### src/source/proc_pkg.sv
package proc_pkg;

	localparam int DATA_W   = 32;			// Data word width
	localparam int INSTR_W  = 32;			// Instruction word width
	localparam int REG_AW   = 5;			// Register address width
	localparam int NUM_REGS = 32;
	localparam int FUNC_W   = 6;			// R-type function field width

	// Instruction field positions
	localparam int OP_MSB = 31;
	localparam int OP_LSB = 26;
	localparam int RS_MSB = 25;
	localparam int RT_MSB = 20;
	localparam int RD_MSB = 15;
	localparam int IMM_W  = 16;

	localparam logic [DATA_W-1:0] DIV_ZERO_RESULT = '1;	// Quotient of a division by zero

	typedef enum logic [OP_MSB-OP_LSB:0] {
		OP_RTYPE = 6'd0,  OP_ADDI = 6'd1,  OP_SUBI = 6'd2,  OP_MULI = 6'd3,
		OP_DIVI  = 6'd4,  OP_MODI = 6'd5,  OP_ANDI = 6'd6,  OP_ORI  = 6'd7,
		OP_XORI  = 6'd8,  OP_NOT  = 6'd9,  OP_LANDI = 6'd10, OP_LORI = 6'd11,
		OP_SLLI  = 6'd12, OP_SRLI = 6'd13, OP_MOV  = 6'd14, OP_LW   = 6'd15,
		OP_LI    = 6'd16, OP_LA   = 6'd17, OP_SW   = 6'd18, OP_IN   = 6'd19,
		OP_OUT   = 6'd20, OP_JF   = 6'd21, OP_J    = 6'd22, OP_JAL  = 6'd23,
		OP_HALT  = 6'd24, OP_LDK  = 6'd25, OP_SDK  = 6'd26, OP_SIM  = 6'd28,
		OP_CKHD  = 6'd29, OP_CKIM = 6'd30, OP_CKDM = 6'd31,
		OP_MMU_LOWER_IM = 6'd32,
		OP_MMU_UPPER_IM = 6'd33,
		OP_MMU_LOWER_DM = 6'd34,
		OP_MMU_UPPER_DM = 6'd35,
		OP_MMU_SELECT   = 6'd36,
		OP_SYSCALL      = 6'd37,
		OP_EXEC         = 6'd38
	} opcode_t;

	typedef enum logic [FUNC_W-1:0] {
		FN_ADD  = 6'd0,  FN_SUB  = 6'd1,  FN_MUL = 6'd2,  FN_DIV = 6'd3,
		FN_MOD  = 6'd4,  FN_AND  = 6'd5,  FN_OR  = 6'd6,  FN_XOR = 6'd7,
		FN_LAND = 6'd8,  FN_LOR  = 6'd9,  FN_SLL = 6'd10, FN_SRL = 6'd11,
		FN_EQ   = 6'd12, FN_NE   = 6'd13, FN_LT  = 6'd14, FN_LE  = 6'd15,
		FN_GT   = 6'd16, FN_GE   = 6'd17
	} func_t;

	typedef enum logic [4:0] {
		ALU_ADD, ALU_SUB, ALU_MUL, ALU_DIV, ALU_MOD,
		ALU_AND, ALU_OR, ALU_XOR, ALU_LAND, ALU_LOR,
		ALU_NOT, ALU_SLL, ALU_SRL,
		ALU_EQ, ALU_NE, ALU_LT, ALU_LE, ALU_GT, ALU_GE,
		ALU_PASS_A
	} alu_op_t;

endpackage

### src/source/stage_ifs.sv
`timescale 1ns/1ps

// Decoded instruction, registered in decode and consumed by execute
interface exec_if;
	logic                              valid;
	proc_pkg::alu_op_t                 alu_op;
	logic [proc_pkg::DATA_W-1:0]       operand_a;
	logic [proc_pkg::DATA_W-1:0]       operand_b;
	logic [proc_pkg::REG_AW-1:0]       dest;
	logic                              reg_write;		// Already cleared for r0
	logic                              out_write;

	modport src (
		output valid, alu_op, operand_a, operand_b, dest, reg_write, out_write
	);

	modport dst (
		input valid, alu_op, operand_a, operand_b, dest, reg_write, out_write
	);
endinterface

// Register write from execute
interface wb_if;
	logic                              wr_en;
	logic [proc_pkg::REG_AW-1:0]       wr_addr;
	logic [proc_pkg::DATA_W-1:0]       wr_data;

	modport src (
		output wr_en, wr_addr, wr_data
	);

	modport wr (
		input wr_en, wr_addr, wr_data
	);

	modport fwd (
		input wr_en, wr_addr, wr_data
	);
endinterface
### src/source/execute_stage.sv
`timescale 1ns/1ps

module execute_stage (
	input  logic                        i_clk,
	input  logic                        i_rst_n,
	exec_if.dst                         ex,
	wb_if.src                           wb,
	output logic                        o_fwd_en,
	output logic [proc_pkg::REG_AW-1:0] o_fwd_addr,
	output logic [proc_pkg::DATA_W-1:0] o_fwd_data,
	output logic                        o_out_valid,
	output logic [proc_pkg::DATA_W-1:0] o_out_data
);

	logic [proc_pkg::DATA_W-1:0] opnd_a, opnd_b, alu_result;
	logic [4:0]                  shamt;

	assign opnd_a = ex.operand_a;
	assign opnd_b = ex.operand_b;
	assign shamt  = opnd_b[4:0];			// Shift amount from the low bits

	always_comb begin
		alu_result = '0;
		case (ex.alu_op)
			proc_pkg::ALU_ADD: alu_result = opnd_a + opnd_b;
			proc_pkg::ALU_SUB: alu_result = opnd_a - opnd_b;
			proc_pkg::ALU_MUL: alu_result = opnd_a * opnd_b;	// Low word of the product
			proc_pkg::ALU_DIV:
				alu_result = (opnd_b == '0) ? proc_pkg::DIV_ZERO_RESULT : opnd_a / opnd_b;
			proc_pkg::ALU_MOD: alu_result = (opnd_b == '0) ? opnd_a : opnd_a % opnd_b;
			proc_pkg::ALU_AND: alu_result = opnd_a & opnd_b;
			proc_pkg::ALU_OR:  alu_result = opnd_a | opnd_b;
			proc_pkg::ALU_XOR: alu_result = opnd_a ^ opnd_b;
			proc_pkg::ALU_LAND: alu_result[0] = (opnd_a != '0) && (opnd_b != '0);
			proc_pkg::ALU_LOR:  alu_result[0] = (opnd_a != '0) || (opnd_b != '0);
			proc_pkg::ALU_NOT: alu_result = ~opnd_a;
			proc_pkg::ALU_SLL: alu_result = opnd_a << shamt;
			proc_pkg::ALU_SRL: alu_result = opnd_a >> shamt;
			proc_pkg::ALU_EQ:  alu_result[0] = (opnd_a == opnd_b);
			proc_pkg::ALU_NE:  alu_result[0] = (opnd_a != opnd_b);
			proc_pkg::ALU_LT:  alu_result[0] = ($signed(opnd_a) < $signed(opnd_b));
			proc_pkg::ALU_LE:  alu_result[0] = ($signed(opnd_a) <= $signed(opnd_b));
			proc_pkg::ALU_GT:  alu_result[0] = ($signed(opnd_a) > $signed(opnd_b));
			proc_pkg::ALU_GE:  alu_result[0] = ($signed(opnd_a) >= $signed(opnd_b));
			proc_pkg::ALU_PASS_A: alu_result = opnd_a;
			default: alu_result = '0;
		endcase
	end

	// Next write, seen by decode in the same cycle
	assign o_fwd_en   = ex.valid & ex.reg_write;
	assign o_fwd_addr = ex.dest;
	assign o_fwd_data = alu_result;

	always_ff @(posedge i_clk) begin
		if (!i_rst_n) begin
			wb.wr_en    <= 1'b0;
			o_out_valid <= 1'b0;
		end else begin
			wb.wr_en    <= o_fwd_en;
			o_out_valid <= ex.valid & ex.out_write;
		end
	end

	always_ff @(posedge i_clk) begin
		wb.wr_addr <= ex.dest;
		wb.wr_data <= alu_result;
		o_out_data <= alu_result;			// OUT passes rs through the ALU
	end

endmodule

### src/flat_wrapper.sv
// flat-port wrapper written by rule: the top's interface ports become plain ports
module execute_stage_flat 
  (i_clk, i_rst_n, o_fwd_en, o_fwd_addr, o_fwd_data, o_out_valid, o_out_data, ex_valid, ex_alu_op, ex_operand_a, ex_operand_b, ex_dest, ex_reg_write, ex_out_write, wb_wr_en, wb_wr_addr, wb_wr_data);
  exec_if ex_i ();
  wb_if wb_i ();
  input  logic i_clk;
  input  logic i_rst_n;
  output logic o_fwd_en;
  output logic [proc_pkg::REG_AW-1:0] o_fwd_addr;
  output logic [proc_pkg::DATA_W-1:0] o_fwd_data;
  output logic o_out_valid;
  output logic [proc_pkg::DATA_W-1:0] o_out_data;
  input wire logic [$bits(ex_i.valid)-1:0] ex_valid;
  input wire logic [$bits(ex_i.alu_op)-1:0] ex_alu_op;
  input wire logic [$bits(ex_i.operand_a)-1:0] ex_operand_a;
  input wire logic [$bits(ex_i.operand_b)-1:0] ex_operand_b;
  input wire logic [$bits(ex_i.dest)-1:0] ex_dest;
  input wire logic [$bits(ex_i.reg_write)-1:0] ex_reg_write;
  input wire logic [$bits(ex_i.out_write)-1:0] ex_out_write;
  output wire logic [$bits(wb_i.wr_en)-1:0] wb_wr_en;
  output wire logic [$bits(wb_i.wr_addr)-1:0] wb_wr_addr;
  output wire logic [$bits(wb_i.wr_data)-1:0] wb_wr_data;
  assign ex_i.valid = ex_valid;
  assign ex_i.alu_op = ex_alu_op;
  assign ex_i.operand_a = ex_operand_a;
  assign ex_i.operand_b = ex_operand_b;
  assign ex_i.dest = ex_dest;
  assign ex_i.reg_write = ex_reg_write;
  assign ex_i.out_write = ex_out_write;
  assign wb_wr_en = wb_i.wr_en;
  assign wb_wr_addr = wb_i.wr_addr;
  assign wb_wr_data = wb_i.wr_data;
  execute_stage u_core (.i_clk(i_clk), .i_rst_n(i_rst_n), .ex(ex_i), .wb(wb_i), .o_fwd_en(o_fwd_en), .o_fwd_addr(o_fwd_addr), .o_fwd_data(o_fwd_data), .o_out_valid(o_out_valid), .o_out_data(o_out_data));
endmodule
### config.mk
export PLATFORM = sky130hd
export DESIGN_NAME = execute_stage_flat
export DESIGN_NICKNAME = d
export VERILOG_FILES = /design/src/source/proc_pkg.sv /design/src/source/stage_ifs.sv /design/src/source/execute_stage.sv /design/src/flat_wrapper.sv
export SDC_FILE = /design/constraint.sdc
export NUM_CORES = 2
export LEC_CHECK = 0
export ABC_CLOCK_PERIOD_IN_PS = 373700
export BUFFER_PORTS_ARGS = -buffer_cell sky130_fd_sc_hd__buf_4
export CAP_MARGIN = 10
export CORE_MARGIN = 4
export CORE_UTILIZATION = 25
export DETAILED_ROUTE_END_ITERATION = 10
export PLACE_DENSITY = 0.38
export SKIP_CTS_REPAIR_TIMING = 1
export SLEW_MARGIN = 20
export SYNTH_ARGS = -nofsm -noshare
export SYNTH_HDL_FRONTEND = slang
export SYNTH_SLANG_ARGS = --single-unit
### constraint.sdc
create_clock -name i_clk -period 373.7 [get_ports i_clk]
set_input_delay 74.74 -clock i_clk [delete_from_list [all_inputs] [get_ports i_clk]]
set_output_delay 74.74 -clock i_clk [all_outputs]
set_load 0.03 [all_outputs]
# --- Word level (Yosys, flattened, before mapping) ---
# Cells that the tools add are included.
word_totals:
  output_inout_bits: 109
  input_bits: 79
  regBits: 39
  word_cells: 52
op_classes:
  div_mod_pow: 2
  addsub: 2
  n_mux: 4
  shifts: 2
  reduce_logical: 6
  bitwise: 6
  eq_ne: 21
  mul: 1
  order_cmp: 4
ops:
  columns: ["operator", "count"]
  rows:
  - ["31-bit one-hot mux with 12 select lines", 1]
  - ["32-bit 2-to-1 mux", 2]
  - ["32-bit nonzero test", 2]
  - ["5-bit by 4-bit equality test with 1-bit output (second input constant)", 8]
  - ["32-bit adder", 1]
  - ["32-bit AND", 1]
  - ["32-bit by 32-bit divider with 32-bit output", 1]
  - ["32-bit equality test", 1]
  - ["32-bit >= comparator", 1]
  - ["32-bit greater-than comparator", 1]
  - ["32-bit <= comparator", 1]
  - ["32-bit zero test", 1]
  - ["32-bit less-than comparator", 1]
  - ["32-bit by 32-bit remainder unit with 32-bit output", 1]
  - ["32-bit by 32-bit multiplier with 32-bit output", 1]
  - ["32-bit != test", 1]
  - ["32-bit inverter", 1]
  - ["32-bit bitwise OR", 1]
  - ["32-bit by 5-bit << shifter with 32-bit output", 1]
  - ["32-bit by 5-bit right shift with 32-bit output", 1]
  - ["32-bit subtractor", 1]
  - ["32-bit XOR", 1]
  - ["5-bit by 3-bit equality test with 1-bit output (second input constant)", 4]
  - ["5-bit equality test (second input constant)", 4]
  - ["other kinds (7)", 9]

# --- Logic depth before layout (Yosys ltp) ---
logic_depth:
  ltp_word: 3
  mapped_depth: 345
  mapped_depth_nobuf: 309

# --- Worst setup path after synthesis ---
# No wires, ideal clock.
synth_path:
  kind: "input-to-output"
  start: "input port ex_operand_b[0]"
  end: "output port o_fwd_data[31] (netlist bit)"
  cell_stages: 314
  setup_slack_ps: 150712
  n_path_buf: 52
  arrival_time_ps: 148248
  path_cell_list: "inv_1 -> buf_1 -> buf_1 -> clkbuf_1 -> ha_1 -> o21ai_0 -> nor2_1 -> nor2_1 -> a21oi_1 -> ha_1 -> or3_1 -> and3_1 -> and4_1 -> or3_1 -> ha_1 -> o211ai_1 -> a211oi_1 -> nand2_1 -> [... 278 more ...] -> o21ai_1 -> clkbuf_1 -> clkbuf_1 -> mux2_2 -> ha_1 -> and3_1 -> nand3_1 -> o311ai_0 -> a21oi_1 -> o31ai_1 -> a2111oi_0 -> or2_2 -> a31o_2 -> clkbuf_1 -> clkbuf_1 -> nand2_1 -> a21oi_1 -> o41ai_1"
synth_via:
  elab_chain_len: 3
  word_cells_on_any_way: 11
synth_rtl:
  columns: ["element", "line_no", "source"]
  rows:
  - ["start, declared", "flat_wrapper.sv:16", "input wire logic [$bits(ex_i.operand_b)-1:0] ex_operand_b;"]
  - ["32-bit by 32-bit remainder unit with 32-bit output, or another cell as far along", "execute_stage.sv:30", "proc_pkg::ALU_MOD: alu_result = (opnd_b == '0) ? opnd_a : opnd_a % opnd_b;"]
  - ["32-bit 2-to-1 mux (on tied branches)", "execute_stage.sv:30, execute_stage.sv:29", null]
  - ["31-bit one-hot mux with 12 select lines (*)", "execute_stage.sv:24", "case (ex.alu_op)"]
  - ["end, declared", "flat_wrapper.sv:10", "output logic [proc_pkg::DATA_W-1:0] o_fwd_data;"]
# Mark *: on every way between the ends. The rest lies on a longest branch, timed or not.

# --- Worst setup path in the final report ---
layout_path:
  start: "input port ex_operand_b[7]"
  end: "output port o_fwd_data[30] (netlist bit)"
# The elaborated chain is that of the path after synthesis.

==> impl_metrics.sql <==
INSERT INTO impl_metrics (metric_group, metric, value, unit) VALUES
('die', 'core.rowCount', '173', ''),
('cells_and_area', 'most_common_cell_after_layout_fill_and_taps_aside', 'nand2_1', ''),
('timing', 'timing.final.max_slew_violations', '0', ''),
('placed_design', 'preCtsSetupSlack', '136.39', 'ns'),
('timing', 'worst_setup_slack_after_layout', '134.64', 'ns'),
('routing', 'detail_route.iter0.violations', '6338', ''),
('cells_and_area', 'final_cell_mix', '945 x nand2_1, 795 x nor2_1, 752 x ha_1', ''),
('yosys', 'synth_top_cell_by_area', 'ha_1', ''),
('cells_and_area', 'post-route-util', '27.45', '%'),
('worst_setup_path', 'timing.setup.critical_path_class', 'in -> out', ''),
('cells_and_area', 'drive_above_1_share', '7.821', '%'),
('routing', 'final_antenna_net_count', '0', ''),
('power_and_ir_drop', 'p_leak', '0.02799', 'uW'),
('clock_tree', 'clock_buffer_count_from_cts', '5', ''),
('routing', 'dr_total_vias', '62200', ''),
('global_routing', 'grt_usage', '27.19', '%'),
('routing', 'detail_route.wirelength', '328600', 'um'),
('yosys', 'synth.yosys.seq_area_share', '1.387', '%'),
('worst_setup_path', 'critical-path-top-cell-by-count', 'ha_1', ''),
('yosys', 'netlist_area', '56280', 'um2'),
('placed_design', 'numPlacedInstances', '10840', ''),
('worst_setup_path', 'worstPathArrival', '164.32', 'ns'),
('yosys', 'avgSynthCellArea', '7.095', 'um2'),
('placed_design', 'place_hpwl', '262800', 'um'),
('clock_tree', 'tritoncts_num_sinks', '39', ''),
('yosys', 'yosys_warn_count', '0', ''),
('routing', 'drt_pre_antenna_iters', '6', ''),
('routing', 'avgRoutedWirePerCell', '30.26', 'um'),
('timing', 'final-hold-violation-count', '0', ''),
('die', 'coreArea', '223200', 'um2'),
('yosys', 'number_of_enable_type_register_cells_in_the_synthesized_netlist', '0', ''),
('power_and_ir_drop', 'power.density_cell_area', '7.821', 'nW/um2'),
('routing', 'route.detailed.drc', '0', ''),
('timing', 'setup_violation_total_in_the_final_timing_report', '0', ''),
('cells_and_area', 'fin_cells', '10860', ''),
('worst_setup_path', 'cpMaxStageDelayCell', 'a2111oi_0', ''),
('min_path', 'min_path_type', 'in -> reg', ''),
('placed_design', 'io_buffer_count', '187', ''),
('yosys', 'synth_top_area_share', '16.72', '%'),
('die', 'die_w', '482.5', 'um'),
('timing', 'holdWs', '74.53', 'ns'),
('worst_setup_path', 'worst_path_largest_cell_delay', '0.90', 'ns'),
('die', 'die_h', '482.5', 'um'),
('yosys', 'post_synth_num_cell_types', '105', ''),
('worst_setup_path', 'critPathBufInv', '26', ''),
('global_routing', 'grt_overflow_total', '0', ''),
('clock_tree', 'cts_htree_levels', '2', ''),
('die', 'design.portCount', '188', ''),
('timing', 'rsz_0062_raised_after_global_routing', 'false', ''),
('placed_design', 'final_weighted_congestion_in_routability_driven_placement', '0.9861', ''),
('yosys', 'cell_count_after_synthesis', '7933', ''),
('clock_tree', 'clkTransAtPathRegs', '0.07', 'ns'),
('worst_setup_path', 'endpoint_kind', 'output port', ''),
('routing', 'routed_via_count_divided_by_cell_count', '5.727', ''),
('timing', 'tightestPinTransition', '1.242', 'ns'),
('cells_and_area', 'finish.net_count', '9117', ''),
('yosys', 'synth_seq_cells', '39', ''),
('timing', 'fmax', '4.183', 'MHz'),
('global_routing', 'grt_start_max_net_pins', '69', ''),
('global_routing', 'globalRouteMet1Util', '35.94', '%'),
('clock_tree', 'cts_tree', 'built', ''),
('worst_setup_path', 'family_with_the_most_delay_on_the_worst_path', 'compound AO/OA/AOI/OAI gates', ''),
('yosys', 'synth_ff_type', 'dfxtp_1', ''),
('timing', 'max_slew_margin', '16.55', '%'),
('global_routing', 'grt_use_met3', '3.423', '%'),
('worst_setup_path', 'start_kind', 'input port', ''),
('yosys', 'synthesis.nets', '9175', ''),
('die', 'initial_utilization', '25.22', '%'),
('power_and_ir_drop', 'vdd_ir_drop_max', '0.02954', 'mV'),
('outcome', 'run_status', 'completed', ''),
('worst_setup_path', 'cp_max_fo', '37', '');
[metrics by stage]
step                power, uW  area, um2
finish                  479.2      61270
global route            525.5      61250
CTS                     480.6      61240
detailed placement      472.2      61090
global placement        474.6      61090
floorplan               331.1      56280
[final cells by class]
class                   instances  area, um2  share of cell area [%]
well taps                    2975       3722                   6.076
multi-input cells            6733      51110                   83.42
clock buffers                   5      125.1                  0.2042
inverters                     734       2764                   4.511
flip-flops and latches         39      780.7                   1.274
clock inverters                 3      23.77                 0.03880
repair buffers                362       2718                   4.436
diodes                          9      22.52                 0.03676
[metal layers]
metal  up-vias  routed length, um
li1      27930                  -
met1     30980             141900
met2      2687             149000
met3       589              21280
met4        10              16400
met5         -                 71
[path summary, 6_finish.rpt]
check,endpoint,cells after the start,start,slack [ns]
min,u_core.wb.wr_addr[3],1,ex_dest[3],74.53
max,o_fwd_data[30],286,ex_operand_b[7],134.64
[power breakdown]
group / switching, uW / leakage, uW / internal (uW) / total, uW
sequential: 0.724 / 0.000326 / 5.46 / 6.18
clock: 2.26 / 0.0000665 / 2.51 / 4.77
combinational: 284 / 0.0276 / 184 / 468
total: 287 / 0.0280 / 192 / 479
[registers in the layout (all words and copies together), names as in the netlist]
name / count
u_core.o_out_data: 32
u_core.wb.wr_addr: 5
u_core.wb.wr_en: 1
u_core.o_out_valid: 1
[synth_stat cells, types with 32 or more instances]
| cell type | n |
|---|---|
| a2111oi_0 | 32 |
| a211o_1 | 36 |
| a211oi_1 | 86 |
| a21o_1 | 211 |
| a21oi_1 | 639 |
| a221oi_1 | 58 |
| a31oi_1 | 92 |
| and2_1 | 49 |
| and3_1 | 55 |
| buf_1 | 72 |
| buf_4 | 37 |
| clkbuf_1 | 299 |
| dfxtp_1 | 39 |
| fa_1 | 411 |
| ha_1 | 752 |
| inv_1 | 725 |
| mux2_2 | 56 |
| mux2i_1 | 101 |
| nand2_1 | 945 |
| nand2b_1 | 69 |
| nand3_1 | 159 |
| nand4_1 | 62 |
| nor2_1 | 802 |
| nor2b_1 | 49 |
| nor3_1 | 181 |
| nor4_1 | 56 |
| o211ai_1 | 92 |
| o21a_1 | 112 |
| o21ai_0 | 421 |
| o21bai_1 | 62 |
| o22ai_1 | 37 |
| o31ai_1 | 49 |
| or2_2 | 45 |
| or3_1 | 58 |
| xnor2_1 | 301 |
| xor2_1 | 182 |
[kinds of logic after synthesis]
| family | count (synthesis) | synth area share (%) |
|---|---|---|
| XOR/XNOR | 483 | 7.516 |
| AND/OR/NAND/NOR | 2616 | 20.90 |
| AO/OA/AOI/OAI | 2291 | 26.98 |
| multiplexers | 180 | 3.837 |
| flip-flops | 39 | 1.387 |
| buffers and inverters | 1161 | 8.043 |
| adder cells (fa/ha/maj) | 1163 | 31.34 |
Note: power is estimated with default switching activity, not from simulation.
