### src/source/proc_pkg.sv
package proc_pkg;

	localparam int DATA_W   = 32;			// Data word width
	localparam int INSTR_W  = 32;			// Instruction word width
	localparam int REG_AW   = 5;			// Register address width
	localparam int NUM_REGS = 32;
	localparam int FUNC_W   = 6;			// R-type function field width

	// Instruction field positions
	localparam int OP_MSB = 31;
	localparam int OP_LSB = 26;
	localparam int RS_MSB = 25;
	localparam int RT_MSB = 20;
	localparam int RD_MSB = 15;
	localparam int IMM_W  = 16;

	localparam logic [DATA_W-1:0] DIV_ZERO_RESULT = '1;	// Quotient of a division by zero

	typedef enum logic [OP_MSB-OP_LSB:0] {
		OP_RTYPE = 6'd0,  OP_ADDI = 6'd1,  OP_SUBI = 6'd2,  OP_MULI = 6'd3,
		OP_DIVI  = 6'd4,  OP_MODI = 6'd5,  OP_ANDI = 6'd6,  OP_ORI  = 6'd7,
		OP_XORI  = 6'd8,  OP_NOT  = 6'd9,  OP_LANDI = 6'd10, OP_LORI = 6'd11,
		OP_SLLI  = 6'd12, OP_SRLI = 6'd13, OP_MOV  = 6'd14, OP_LW   = 6'd15,
		OP_LI    = 6'd16, OP_LA   = 6'd17, OP_SW   = 6'd18, OP_IN   = 6'd19,
		OP_OUT   = 6'd20, OP_JF   = 6'd21, OP_J    = 6'd22, OP_JAL  = 6'd23,
		OP_HALT  = 6'd24, OP_LDK  = 6'd25, OP_SDK  = 6'd26, OP_SIM  = 6'd28,
		OP_CKHD  = 6'd29, OP_CKIM = 6'd30, OP_CKDM = 6'd31,
		OP_MMU_LOWER_IM = 6'd32,
		OP_MMU_UPPER_IM = 6'd33,
		OP_MMU_LOWER_DM = 6'd34,
		OP_MMU_UPPER_DM = 6'd35,
		OP_MMU_SELECT   = 6'd36,
		OP_SYSCALL      = 6'd37,
		OP_EXEC         = 6'd38
	} opcode_t;

	typedef enum logic [FUNC_W-1:0] {
		FN_ADD  = 6'd0,  FN_SUB  = 6'd1,  FN_MUL = 6'd2,  FN_DIV = 6'd3,
		FN_MOD  = 6'd4,  FN_AND  = 6'd5,  FN_OR  = 6'd6,  FN_XOR = 6'd7,
		FN_LAND = 6'd8,  FN_LOR  = 6'd9,  FN_SLL = 6'd10, FN_SRL = 6'd11,
		FN_EQ   = 6'd12, FN_NE   = 6'd13, FN_LT  = 6'd14, FN_LE  = 6'd15,
		FN_GT   = 6'd16, FN_GE   = 6'd17
	} func_t;

	typedef enum logic [4:0] {
		ALU_ADD, ALU_SUB, ALU_MUL, ALU_DIV, ALU_MOD,
		ALU_AND, ALU_OR, ALU_XOR, ALU_LAND, ALU_LOR,
		ALU_NOT, ALU_SLL, ALU_SRL,
		ALU_EQ, ALU_NE, ALU_LT, ALU_LE, ALU_GT, ALU_GE,
		ALU_PASS_A
	} alu_op_t;

endpackage

### src/source/stage_ifs.sv
`timescale 1ns/1ps

// Decoded instruction, registered in decode and consumed by execute
interface exec_if;
	logic                              valid;
	proc_pkg::alu_op_t                 alu_op;
	logic [proc_pkg::DATA_W-1:0]       operand_a;
	logic [proc_pkg::DATA_W-1:0]       operand_b;
	logic [proc_pkg::REG_AW-1:0]       dest;
	logic                              reg_write;		// Already cleared for r0
	logic                              out_write;

	modport src (
		output valid, alu_op, operand_a, operand_b, dest, reg_write, out_write
	);

	modport dst (
		input valid, alu_op, operand_a, operand_b, dest, reg_write, out_write
	);
endinterface

// Register write from execute
interface wb_if;
	logic                              wr_en;
	logic [proc_pkg::REG_AW-1:0]       wr_addr;
	logic [proc_pkg::DATA_W-1:0]       wr_data;

	modport src (
		output wr_en, wr_addr, wr_data
	);

	modport wr (
		input wr_en, wr_addr, wr_data
	);

	modport fwd (
		input wr_en, wr_addr, wr_data
	);
endinterface
### src/source/control_unit.sv
`timescale 1ns/1ps

module control_unit (
	input  proc_pkg::opcode_t i_op,
	input  proc_pkg::func_t   i_func,
	output proc_pkg::alu_op_t o_alu_op,
	output logic              o_reg_write,
	output logic              o_out_write,
	output logic              o_use_reg_b,		// 1 takes rt, 0 takes the immediate
	output logic              o_dest_is_rt		// 1 writes rt, 0 writes rd
);

	always_comb begin
		o_alu_op     = proc_pkg::ALU_PASS_A;
		o_reg_write  = 1'b0;
		o_out_write  = 1'b0;
		o_use_reg_b  = 1'b0;
		o_dest_is_rt = 1'b0;

		// Write and operand controls
		case (i_op)
			proc_pkg::OP_RTYPE: begin
				o_use_reg_b = 1'b1;
				o_reg_write = 1'b1;
			end
			proc_pkg::OP_ADDI, proc_pkg::OP_SUBI, proc_pkg::OP_MULI, proc_pkg::OP_DIVI,
			proc_pkg::OP_MODI, proc_pkg::OP_ANDI, proc_pkg::OP_ORI, proc_pkg::OP_XORI,
			proc_pkg::OP_LANDI, proc_pkg::OP_LORI, proc_pkg::OP_SLLI, proc_pkg::OP_SRLI,
			proc_pkg::OP_NOT, proc_pkg::OP_MOV, proc_pkg::OP_LI: begin
				o_reg_write  = 1'b1;
				o_dest_is_rt = 1'b1;
			end
			proc_pkg::OP_OUT: o_out_write = 1'b1;
			default: ;						// Memory, jumps, MMU, disk and system ops do nothing
		endcase

		// ALU operation
		case (i_op)
			proc_pkg::OP_RTYPE: begin
				case (i_func)
					proc_pkg::FN_ADD:  o_alu_op = proc_pkg::ALU_ADD;
					proc_pkg::FN_SUB:  o_alu_op = proc_pkg::ALU_SUB;
					proc_pkg::FN_MUL:  o_alu_op = proc_pkg::ALU_MUL;
					proc_pkg::FN_DIV:  o_alu_op = proc_pkg::ALU_DIV;
					proc_pkg::FN_MOD:  o_alu_op = proc_pkg::ALU_MOD;
					proc_pkg::FN_AND:  o_alu_op = proc_pkg::ALU_AND;
					proc_pkg::FN_OR:   o_alu_op = proc_pkg::ALU_OR;
					proc_pkg::FN_XOR:  o_alu_op = proc_pkg::ALU_XOR;
					proc_pkg::FN_LAND: o_alu_op = proc_pkg::ALU_LAND;
					proc_pkg::FN_LOR:  o_alu_op = proc_pkg::ALU_LOR;
					proc_pkg::FN_SLL:  o_alu_op = proc_pkg::ALU_SLL;
					proc_pkg::FN_SRL:  o_alu_op = proc_pkg::ALU_SRL;
					proc_pkg::FN_EQ:   o_alu_op = proc_pkg::ALU_EQ;
					proc_pkg::FN_NE:   o_alu_op = proc_pkg::ALU_NE;
					proc_pkg::FN_LT:   o_alu_op = proc_pkg::ALU_LT;
					proc_pkg::FN_LE:   o_alu_op = proc_pkg::ALU_LE;
					proc_pkg::FN_GT:   o_alu_op = proc_pkg::ALU_GT;
					proc_pkg::FN_GE:   o_alu_op = proc_pkg::ALU_GE;
					default: o_reg_write = 1'b0;		// JR and unused codes
				endcase
			end
			proc_pkg::OP_ADDI:  o_alu_op = proc_pkg::ALU_ADD;
			proc_pkg::OP_SUBI:  o_alu_op = proc_pkg::ALU_SUB;
			proc_pkg::OP_MULI:  o_alu_op = proc_pkg::ALU_MUL;
			proc_pkg::OP_DIVI:  o_alu_op = proc_pkg::ALU_DIV;
			proc_pkg::OP_MODI:  o_alu_op = proc_pkg::ALU_MOD;
			proc_pkg::OP_ANDI:  o_alu_op = proc_pkg::ALU_AND;
			proc_pkg::OP_ORI:   o_alu_op = proc_pkg::ALU_OR;
			proc_pkg::OP_XORI:  o_alu_op = proc_pkg::ALU_XOR;
			proc_pkg::OP_LANDI: o_alu_op = proc_pkg::ALU_LAND;
			proc_pkg::OP_LORI:  o_alu_op = proc_pkg::ALU_LOR;
			proc_pkg::OP_SLLI:  o_alu_op = proc_pkg::ALU_SLL;
			proc_pkg::OP_SRLI:  o_alu_op = proc_pkg::ALU_SRL;
			proc_pkg::OP_NOT:   o_alu_op = proc_pkg::ALU_NOT;
			default: o_alu_op = proc_pkg::ALU_PASS_A;	// MOV, LI and OUT pass operand a
		endcase
	end

endmodule

### src/source/decode_stage.sv
`timescale 1ns/1ps

module decode_stage (
	input  logic                         i_clk,
	input  logic                         i_rst_n,
	input  logic                         i_instr_valid,
	input  logic [proc_pkg::INSTR_W-1:0] i_instr,
	output logic [proc_pkg::REG_AW-1:0]  o_rd_addr_a,
	output logic [proc_pkg::REG_AW-1:0]  o_rd_addr_b,
	input  logic [proc_pkg::DATA_W-1:0]  i_rd_data_a,
	input  logic [proc_pkg::DATA_W-1:0]  i_rd_data_b,
	exec_if.src                          ex,
	input  logic                         i_fwd_en,		// Execute result due next edge
	input  logic [proc_pkg::REG_AW-1:0]  i_fwd_addr,
	input  logic [proc_pkg::DATA_W-1:0]  i_fwd_data,
	wb_if.fwd                            wb
);

	proc_pkg::opcode_t           op;
	proc_pkg::func_t             func;
	proc_pkg::alu_op_t           alu_op;
	logic [proc_pkg::REG_AW-1:0] rs, rt, rd, dest;
	logic [proc_pkg::IMM_W-1:0]  imm;
	logic [proc_pkg::DATA_W-1:0] imm_ext, rs_val, rt_val, opnd_a, opnd_b;
	logic                        reg_write, out_write, use_reg_b, dest_is_rt, is_li;

	function automatic logic [proc_pkg::DATA_W-1:0] operand_value(
		input logic [proc_pkg::REG_AW-1:0] addr,
		input logic [proc_pkg::DATA_W-1:0] reg_data
	);
		if (i_fwd_en && i_fwd_addr == addr)
			return i_fwd_data;				// Previous instruction
		if (wb.wr_en && wb.wr_addr == addr)
			return wb.wr_data;				// Second previous instruction in writeback
		return reg_data;
	endfunction

	assign op      = proc_pkg::opcode_t'(i_instr[proc_pkg::OP_MSB:proc_pkg::OP_LSB]);
	assign func    = proc_pkg::func_t'(i_instr[proc_pkg::FUNC_W-1:0]);
	assign rs      = i_instr[proc_pkg::RS_MSB -: proc_pkg::REG_AW];
	assign rt      = i_instr[proc_pkg::RT_MSB -: proc_pkg::REG_AW];
	assign rd      = i_instr[proc_pkg::RD_MSB -: proc_pkg::REG_AW];
	assign imm     = i_instr[proc_pkg::IMM_W-1:0];
	assign imm_ext = {{(proc_pkg::DATA_W-proc_pkg::IMM_W){imm[proc_pkg::IMM_W-1]}}, imm};
	assign is_li   = (op == proc_pkg::OP_LI);		// LI sends the immediate down the a path

	assign o_rd_addr_a = rs;
	assign o_rd_addr_b = rt;

	control_unit u_control (
		.i_op         (op),
		.i_func       (func),
		.o_alu_op     (alu_op),
		.o_reg_write  (reg_write),
		.o_out_write  (out_write),
		.o_use_reg_b  (use_reg_b),
		.o_dest_is_rt (dest_is_rt)
	);

	always_comb begin
		rs_val = operand_value(rs, i_rd_data_a);
		rt_val = operand_value(rt, i_rd_data_b);
		opnd_a = is_li ? imm_ext : rs_val;
		opnd_b = use_reg_b ? rt_val : imm_ext;
		dest   = dest_is_rt ? rt : rd;
	end

	always_ff @(posedge i_clk) begin
		if (!i_rst_n) begin
			ex.valid     <= 1'b0;
			ex.reg_write <= 1'b0;
			ex.out_write <= 1'b0;
		end else begin
			ex.valid     <= i_instr_valid;
			ex.reg_write <= reg_write & (dest != '0);	// r0 never written
			ex.out_write <= out_write;
		end
	end

	always_ff @(posedge i_clk) begin
		if (i_instr_valid) begin
			ex.alu_op    <= alu_op;
			ex.operand_a <= opnd_a;
			ex.operand_b <= opnd_b;
			ex.dest      <= dest;
		end
	end

endmodule

### src/flat_wrapper.sv
// flat-port wrapper written by rule: the top's interface ports become plain ports
module decode_stage_flat 
  (i_clk, i_rst_n, i_instr_valid, i_instr, o_rd_addr_a, o_rd_addr_b, i_rd_data_a, i_rd_data_b, i_fwd_en, i_fwd_addr, i_fwd_data, ex_valid, ex_alu_op, ex_operand_a, ex_operand_b, ex_dest, ex_reg_write, ex_out_write, wb_wr_en, wb_wr_addr, wb_wr_data);
  exec_if ex_i ();
  wb_if wb_i ();
  input  logic i_clk;
  input  logic i_rst_n;
  input  logic i_instr_valid;
  input  logic [proc_pkg::INSTR_W-1:0] i_instr;
  output logic [proc_pkg::REG_AW-1:0] o_rd_addr_a;
  output logic [proc_pkg::REG_AW-1:0] o_rd_addr_b;
  input  logic [proc_pkg::DATA_W-1:0] i_rd_data_a;
  input  logic [proc_pkg::DATA_W-1:0] i_rd_data_b;
  input  logic i_fwd_en;
  input  logic [proc_pkg::REG_AW-1:0] i_fwd_addr;
  input  logic [proc_pkg::DATA_W-1:0] i_fwd_data;
  output wire logic [$bits(ex_i.valid)-1:0] ex_valid;
  output wire logic [$bits(ex_i.alu_op)-1:0] ex_alu_op;
  output wire logic [$bits(ex_i.operand_a)-1:0] ex_operand_a;
  output wire logic [$bits(ex_i.operand_b)-1:0] ex_operand_b;
  output wire logic [$bits(ex_i.dest)-1:0] ex_dest;
  output wire logic [$bits(ex_i.reg_write)-1:0] ex_reg_write;
  output wire logic [$bits(ex_i.out_write)-1:0] ex_out_write;
  input wire logic [$bits(wb_i.wr_en)-1:0] wb_wr_en;
  input wire logic [$bits(wb_i.wr_addr)-1:0] wb_wr_addr;
  input wire logic [$bits(wb_i.wr_data)-1:0] wb_wr_data;
  assign ex_valid = ex_i.valid;
  assign ex_alu_op = ex_i.alu_op;
  assign ex_operand_a = ex_i.operand_a;
  assign ex_operand_b = ex_i.operand_b;
  assign ex_dest = ex_i.dest;
  assign ex_reg_write = ex_i.reg_write;
  assign ex_out_write = ex_i.out_write;
  assign wb_i.wr_en = wb_wr_en;
  assign wb_i.wr_addr = wb_wr_addr;
  assign wb_i.wr_data = wb_wr_data;
  decode_stage u_core (.i_clk(i_clk), .i_rst_n(i_rst_n), .i_instr_valid(i_instr_valid), .i_instr(i_instr), .o_rd_addr_a(o_rd_addr_a), .o_rd_addr_b(o_rd_addr_b), .i_rd_data_a(i_rd_data_a), .i_rd_data_b(i_rd_data_b), .ex(ex_i), .i_fwd_en(i_fwd_en), .i_fwd_addr(i_fwd_addr), .i_fwd_data(i_fwd_data), .wb(wb_i));
endmodule
### config.mk
export PLATFORM = sky130hd
export DESIGN_NAME = decode_stage_flat
export DESIGN_NICKNAME = d
export VERILOG_FILES = /design/src/source/proc_pkg.sv /design/src/source/stage_ifs.sv /design/src/source/control_unit.sv /design/src/source/decode_stage.sv /design/src/flat_wrapper.sv
export SDC_FILE = /design/constraint.sdc
export NUM_CORES = 1
export LEC_CHECK = 0
export BUFFER_PORTS_ARGS = -buffer_cell sky130_fd_sc_hd__buf_2
export CAP_MARGIN = 20
export CORE_ASPECT_RATIO = 1.25
export CORE_MARGIN = 4
export CORE_UTILIZATION = 30
export DETAILED_ROUTE_END_ITERATION = 12
export SYNTH_ARGS = -nofsm -noshare
export SYNTH_HDL_FRONTEND = slang
export SYNTH_SLANG_ARGS = --single-unit
### constraint.sdc
create_clock -name i_clk -period 3.8 [get_ports i_clk]
set_input_delay 0.76 -clock i_clk [delete_from_list [all_inputs] [get_ports i_clk]]
set_output_delay 0.76 -clock i_clk [all_outputs]
set_load 0.1 [all_outputs]
* Yosys cells after proc, flatten, opt, wreduce, memory -nomap -nowiden
Cells that the tools add are included.
Word-level totals: bits in registers 77, input bits 175, output and inout bits 87
Cells by class: equality and inequality tests 37, mux-type cells 25, bitwise logic cells 1, reduce and logical (&&, ||, !) cells 10
Operators with widths (number):
- $mux W32 | 10
- $eq A6 B4 Y1 const B | 15
- $pmux W5 S18 | 1
- $pmux W5 S14 | 1
- $eq A6 B3 Y1 const B | 8
- $eq A6 B2 Y1 const B | 4
- $eq A6 B5 Y1 const B | 4
- $eq A5 B5 Y1 | 4
- $reduce_or A18 Y1 | 1
- $reduce_or A16 Y1 | 1
- $reduce_or A15 Y1 | 1
- $eq A6 B1 Y1 const B | 2
- $logic_not A6 Y1 | 2
- $mux W1 | 12
- $mux W5 | 1
- $reduce_bool A5 Y1 | 1
- $logic_and A1 B1 Y1 | 4
- $and A1 B1 Y1 | 1

* Depth between registers and ports, before layout
depth after elaboration 7, mapped depth 8, gate-level depth less buffers 5

* Hierarchy
Synthesis repeated with hierarchy kept, for this count alone.
Second synthesis, totals: cell total of the unflattened synthesis 417, area, all modules 4844.6 µm²
Modules (own cells, without submodules):
- decode_stage | instances 1, cells an instance 355, area an instance 4463.0 µm², sequential area each 2282.2 µm²
- control_unit | instances 1, cells an instance 62, area an instance 381.6 µm², sequential area each 0.0 µm²

* Worst setup path after synthesis
No wires, ideal clock.
kind input to register, start point input port i_instr[29] in the netlist's numbering, end point register u_core.ex.operand_b[15], data pin, library setup time 0.263 ns, arrival 2.098 ns, data required time 3.537 ns, slack 1.440 ns, cell stages on the path 7, path buffers 3, cells stage by stage buf_6 or4_4 or3_1 buf_6 nand2_4 buf_8 o21ai_1
On the way: longest elaborated chain between the ends 3
Ends and longest elaborated chain:
- from (decl) | RTL line flat_wrapper.sv:9 | input logic [proc_pkg::INSTR_W-1:0] i_instr;
- $logic_not A6 Y1 | RTL line control_unit.sv:21 | case (i_op)
- $mux W1 | RTL line control_unit.sv:21
- $mux W32 | RTL line decode_stage.sv:64 | opnd_b = use_reg_b ? rt_val : imm_ext;
- named net u_core.opnd_b, one bit | RTL line decode_stage.sv:24 | logic [proc_pkg::DATA_W-1:0] imm_ext, rs_val, rt_val, opnd_a, opnd_b;
- to (signal assigned) | RTL line decode_stage.sv:84 | ex.operand_b <= opnd_b;
- to (decl) | RTL line stage_ifs.sv:14 | output valid, alu_op, operand_a, operand_b, dest, reg_write, out_write
The timed path passes the listed nets, and every way through them passes these cells. A chain may end at the register's enable or synchronous reset.

* Final worst setup path
start point input port wb_wr_addr[4], end point register u_core.ex.operand_a[19], data pin
On the way: longest elaborated chain between the ends 7, elaborated cells between the ends (all ways) 8, classes of those cells eq/ne: 1; mux: 6; reduce/logical: 1
Ends and longest elaborated chain:
- from (decl) | RTL line flat_wrapper.sv:25 | input wire logic [$bits(wb_i.wr_addr)-1:0] wb_wr_addr;
- $eq A5 B5 Y1 (*) | RTL line decode_stage.sv:33 | if (wb.wr_en && wb.wr_addr == addr)
- $logic_and A1 B1 Y1 (*) | RTL line decode_stage.sv:33
- $mux W1 (2 in a row) | RTL line decode_stage.sv:33
- $mux W32 (*) | RTL line decode_stage.sv:35 | return reg_data;
- $mux W32 (*) | RTL line decode_stage.sv:33
- $mux W32 (*) | RTL line decode_stage.sv:63 | opnd_a = is_li ? imm_ext : rs_val;
- named net u_core.opnd_a, one bit | RTL line decode_stage.sv:24
- to (signal assigned) | RTL line decode_stage.sv:83 | ex.operand_a <= opnd_a;
- to (decl) | RTL line stage_ifs.sv:14
The timed path passes the listed nets; every way through them passes the cells marked *. The select of a mux whose other input is x is not followed.

==> impl_metrics.py <==
metrics = {
    "worst_setup_path": {
        "critPathRequiredTime_ps": 3850,
        "worstSetupEndpointType": "flop",
        "worst_path_dominant_cell_family": "simple AND/OR/NAND/NOR gates",
        "path_class": "input pin to flop",
        "start_kind": "input pin",
        "critPathMaxStageDelay_ps": 770,
        "cp_slowest_cell": "or3_1",
        "path_max_fanout": 21,
        "arrival_ps": 2790,
        "critPathBufInv": 2,
        "path_cells": "buf_2 > xnor2_1 > nand3_1 > or3_1 > buf_4 > a221oi_1 > o31ai_1",
    },
    "detailed_routing": {
        "drtAntennaViolNets": 0,
        "vias": 5089,
        "drc_errors": 0,
        "wl_per_cell_um": 20.94,
        "wl_mm": 19.73,
        "vias_per_cell": 5.402,
        "drt_iter0_drc": 337,
        "first_pass_iters": 5,
    },
    "timing": {
        "fmax_mhz": 364.6,
        "fin_ws_ps": 1057,
        "finalCriticalPeriod_ps": 2743,
        "slew_violations": 0,
        "worstMarginPinSlew_ps": 1076,
        "maxSlewHeadroom": 0.2830,
        "setup_tns_ps": 0,
        "rsz0062_at_grt": "false",
        "timing.final.hold_violations": 0,
        "setup_viol": 0,
        "fin_crit_sh": 0.7217,
    },
    "finish": {
        "syn_to_final_growth_pct": 33.93,
        "fin_nets": 895,
        "drive_above_1_share": 0.4138,
        "n_fill_cell": 1693,
        "utilization": 0.4071,
    },
    "power_and_ir_drop": {
        "leakagePower_nw": 2.676,
        "peakVddDrop_uv": 213.6,
        "comb_power_share": 0.340,
        "clkPwrFrac": 0.303,
        "p_per_area_nw_per_um2": 441.1,
        "seqPwrFrac": 0.356,
        "switching_power_mw": 1.174,
        "intPower_mw": 1.724,
        "switching_share": 0.4050,
    },
    "synthesis": {
        "ys_warn_count": 0,
        "yosys.area.top_type": "edfxtp_1",
        "synth_seq_area_share": 0.4653,
        "synthDistinctLibCells": 45,
        "synthDominantCellAreaShare": 0.4531,
        "async_reset_ff_frac": 0,
        "synth_edf_count": 74,
        "synth-seq-cells": 77,
        "syn_area_um2": 4905,
        "synth_top_cells_by_area": "edfxtp_1 45%, a221oi_1 11%, o31ai_1 4.9%, and2_1 4.2%, o21ai_0 4.1%",
        "postSynthCellCount": 500,
        "synthFlopType": "edfxtp_1",
        "synth.most_common_cell": "edfxtp_1",
        "synth_fp_nets": 675,
        "synthTopCellsByCount": "74 x edfxtp_1, 64 x a221oi_1, 42 x nor2_1, 40 x o21ai_0, 36 x nand2_1",
        "avgSynthCellArea_um2": 9.809,
    },
    "global_routing": {
        "grt_max_degree": 76,
        "antenna_found_initial": 0,
        "grt_pass1_wl_mm": 28.83,
        "first_global_vias": 5013,
        "grt_usage": 0.2062,
        "grt_overflow_total": 0,
    },
    "clocking": {
        "htree_num_levels": 3,
        "clockRootBuffer": "clkbuf_16",
        "cts_buffer_depth": 2,
        "cts_tree": "built",
        "postCtsHoldBufs": 0,
        "post_cts_buffers": 0,
        "cts_resized": 0,
        "path_clk_slew_ps": 60,
        "cts_buffers": 9,
        "clock_sinks": 77,
    },
    "floorplanning": {
        "num_io_pins": 262,
        "rows": 52,
        "core_area_um2": 16140,
        "design.die.area_um2": 18470,
        "start_util": 0.3040,
        "die_x_um": 122.4,
        "die_h_um": 151.0,
    },
    "placed_design": {
        "port_buffers": 261,
        "globalplace.congestion": 0.8620,
        "place_ws_ps": 720.8,
        "place_hpwl_mm": 13.85,
    },
    "min_path": {
        "hold_path.class": "input pin to flop",
    },
    "job": {
        "drv_cap": 0,
    },
    "status": {
        "status": "finished, final reports clean",
    },
}
layout by cell type, fill, tap and decap left out, drive strengths merged, types with 10 or more instances in the layout:
cell type,Yosys,layout
a221oi,64,64
o21ai,70,70
nand2,37,37
and2,33,33
nor2,42,42
edfxtp,74,74
nand3,10,10
xnor2,13,13
o31ai,32,32
buf,34,272
registers in the layout (all words and copies together), names as in the netlist:
name / cells
u_core.ex.alu_op: 5
u_core.ex.dest: 5
u_core.ex.operand_a: 32
u_core.ex.operand_b: 32
u_core.ex.out_write: 1
u_core.ex.reg_write: 1
u_core.ex.valid: 1
layer usage:
layer	GRT usage	wire (um)
met1	0.2548	7769
met4	0.08291	479
met2	0.3519	9883
met5	0	0
met3	0.04034	1595
worst paths after layout:
check                    startpoint                 endpoint  slack, ps  cells after the start
worst max-delay path  wb_wr_addr[4]  u_core.ex.operand_a[19]       1060                      7
worst min-delay path        i_rst_n          u_core.ex.valid        670                      2
power groups by stage:
stage	Clock, mW	Combinational [mW]	Sequential [mW]
2_1_floorplan	0	0.220	1.58
3_3_place_gp	0	0.986	1.05
3_5_place_dp	0	0.988	1.05
4_1_cts	0.898	0.989	1.03
5_1_grt	0.940	1.03	1.04
6_report	0.879	0.987	1.03
cell families after synthesis:
logic type / share of synthesized area
AOI/OAI and AO/OA: 0.2666
xor gates and xnor gates: 0.03750
buffers and inverters: 0.06964
DFF: 0.4653
muxes: 0.01148
and+or+nand+nor: 0.1495
final cells by class:
cell class	count	area [um^2]	area share
Sequential cell	77	2282	0.3474
Clock buffer	9	225.2	0.03429
Antenna cell	1	2.502	0.0003810
Inverter	3	11.26	0.001714
Multi-Input combinational cell	357	2307	0.3512
Tap cell	216	270.3	0.04114
Clock inverter	7	66.31	0.01010
Timing Repair Buffer	272	1404	0.2137
stage by stage:
step / hold slack (ps) / instance area, um^2 / std cells / total power [mW]
detailed placement: 1007 / 6275 / 925 / 2.038
floorplan: 872.5 / 4905 / 500 / 1.797
CTS: 645.6 / 6566 / 941 / 2.921
global route: 666.0 / 6566 / 941 / 3.007
global placement: 1006 / 6275 / 925 / 2.036
finish: 668.6 / 6569 / 942 / 2.898
Power figures use the tool's default switching activity.
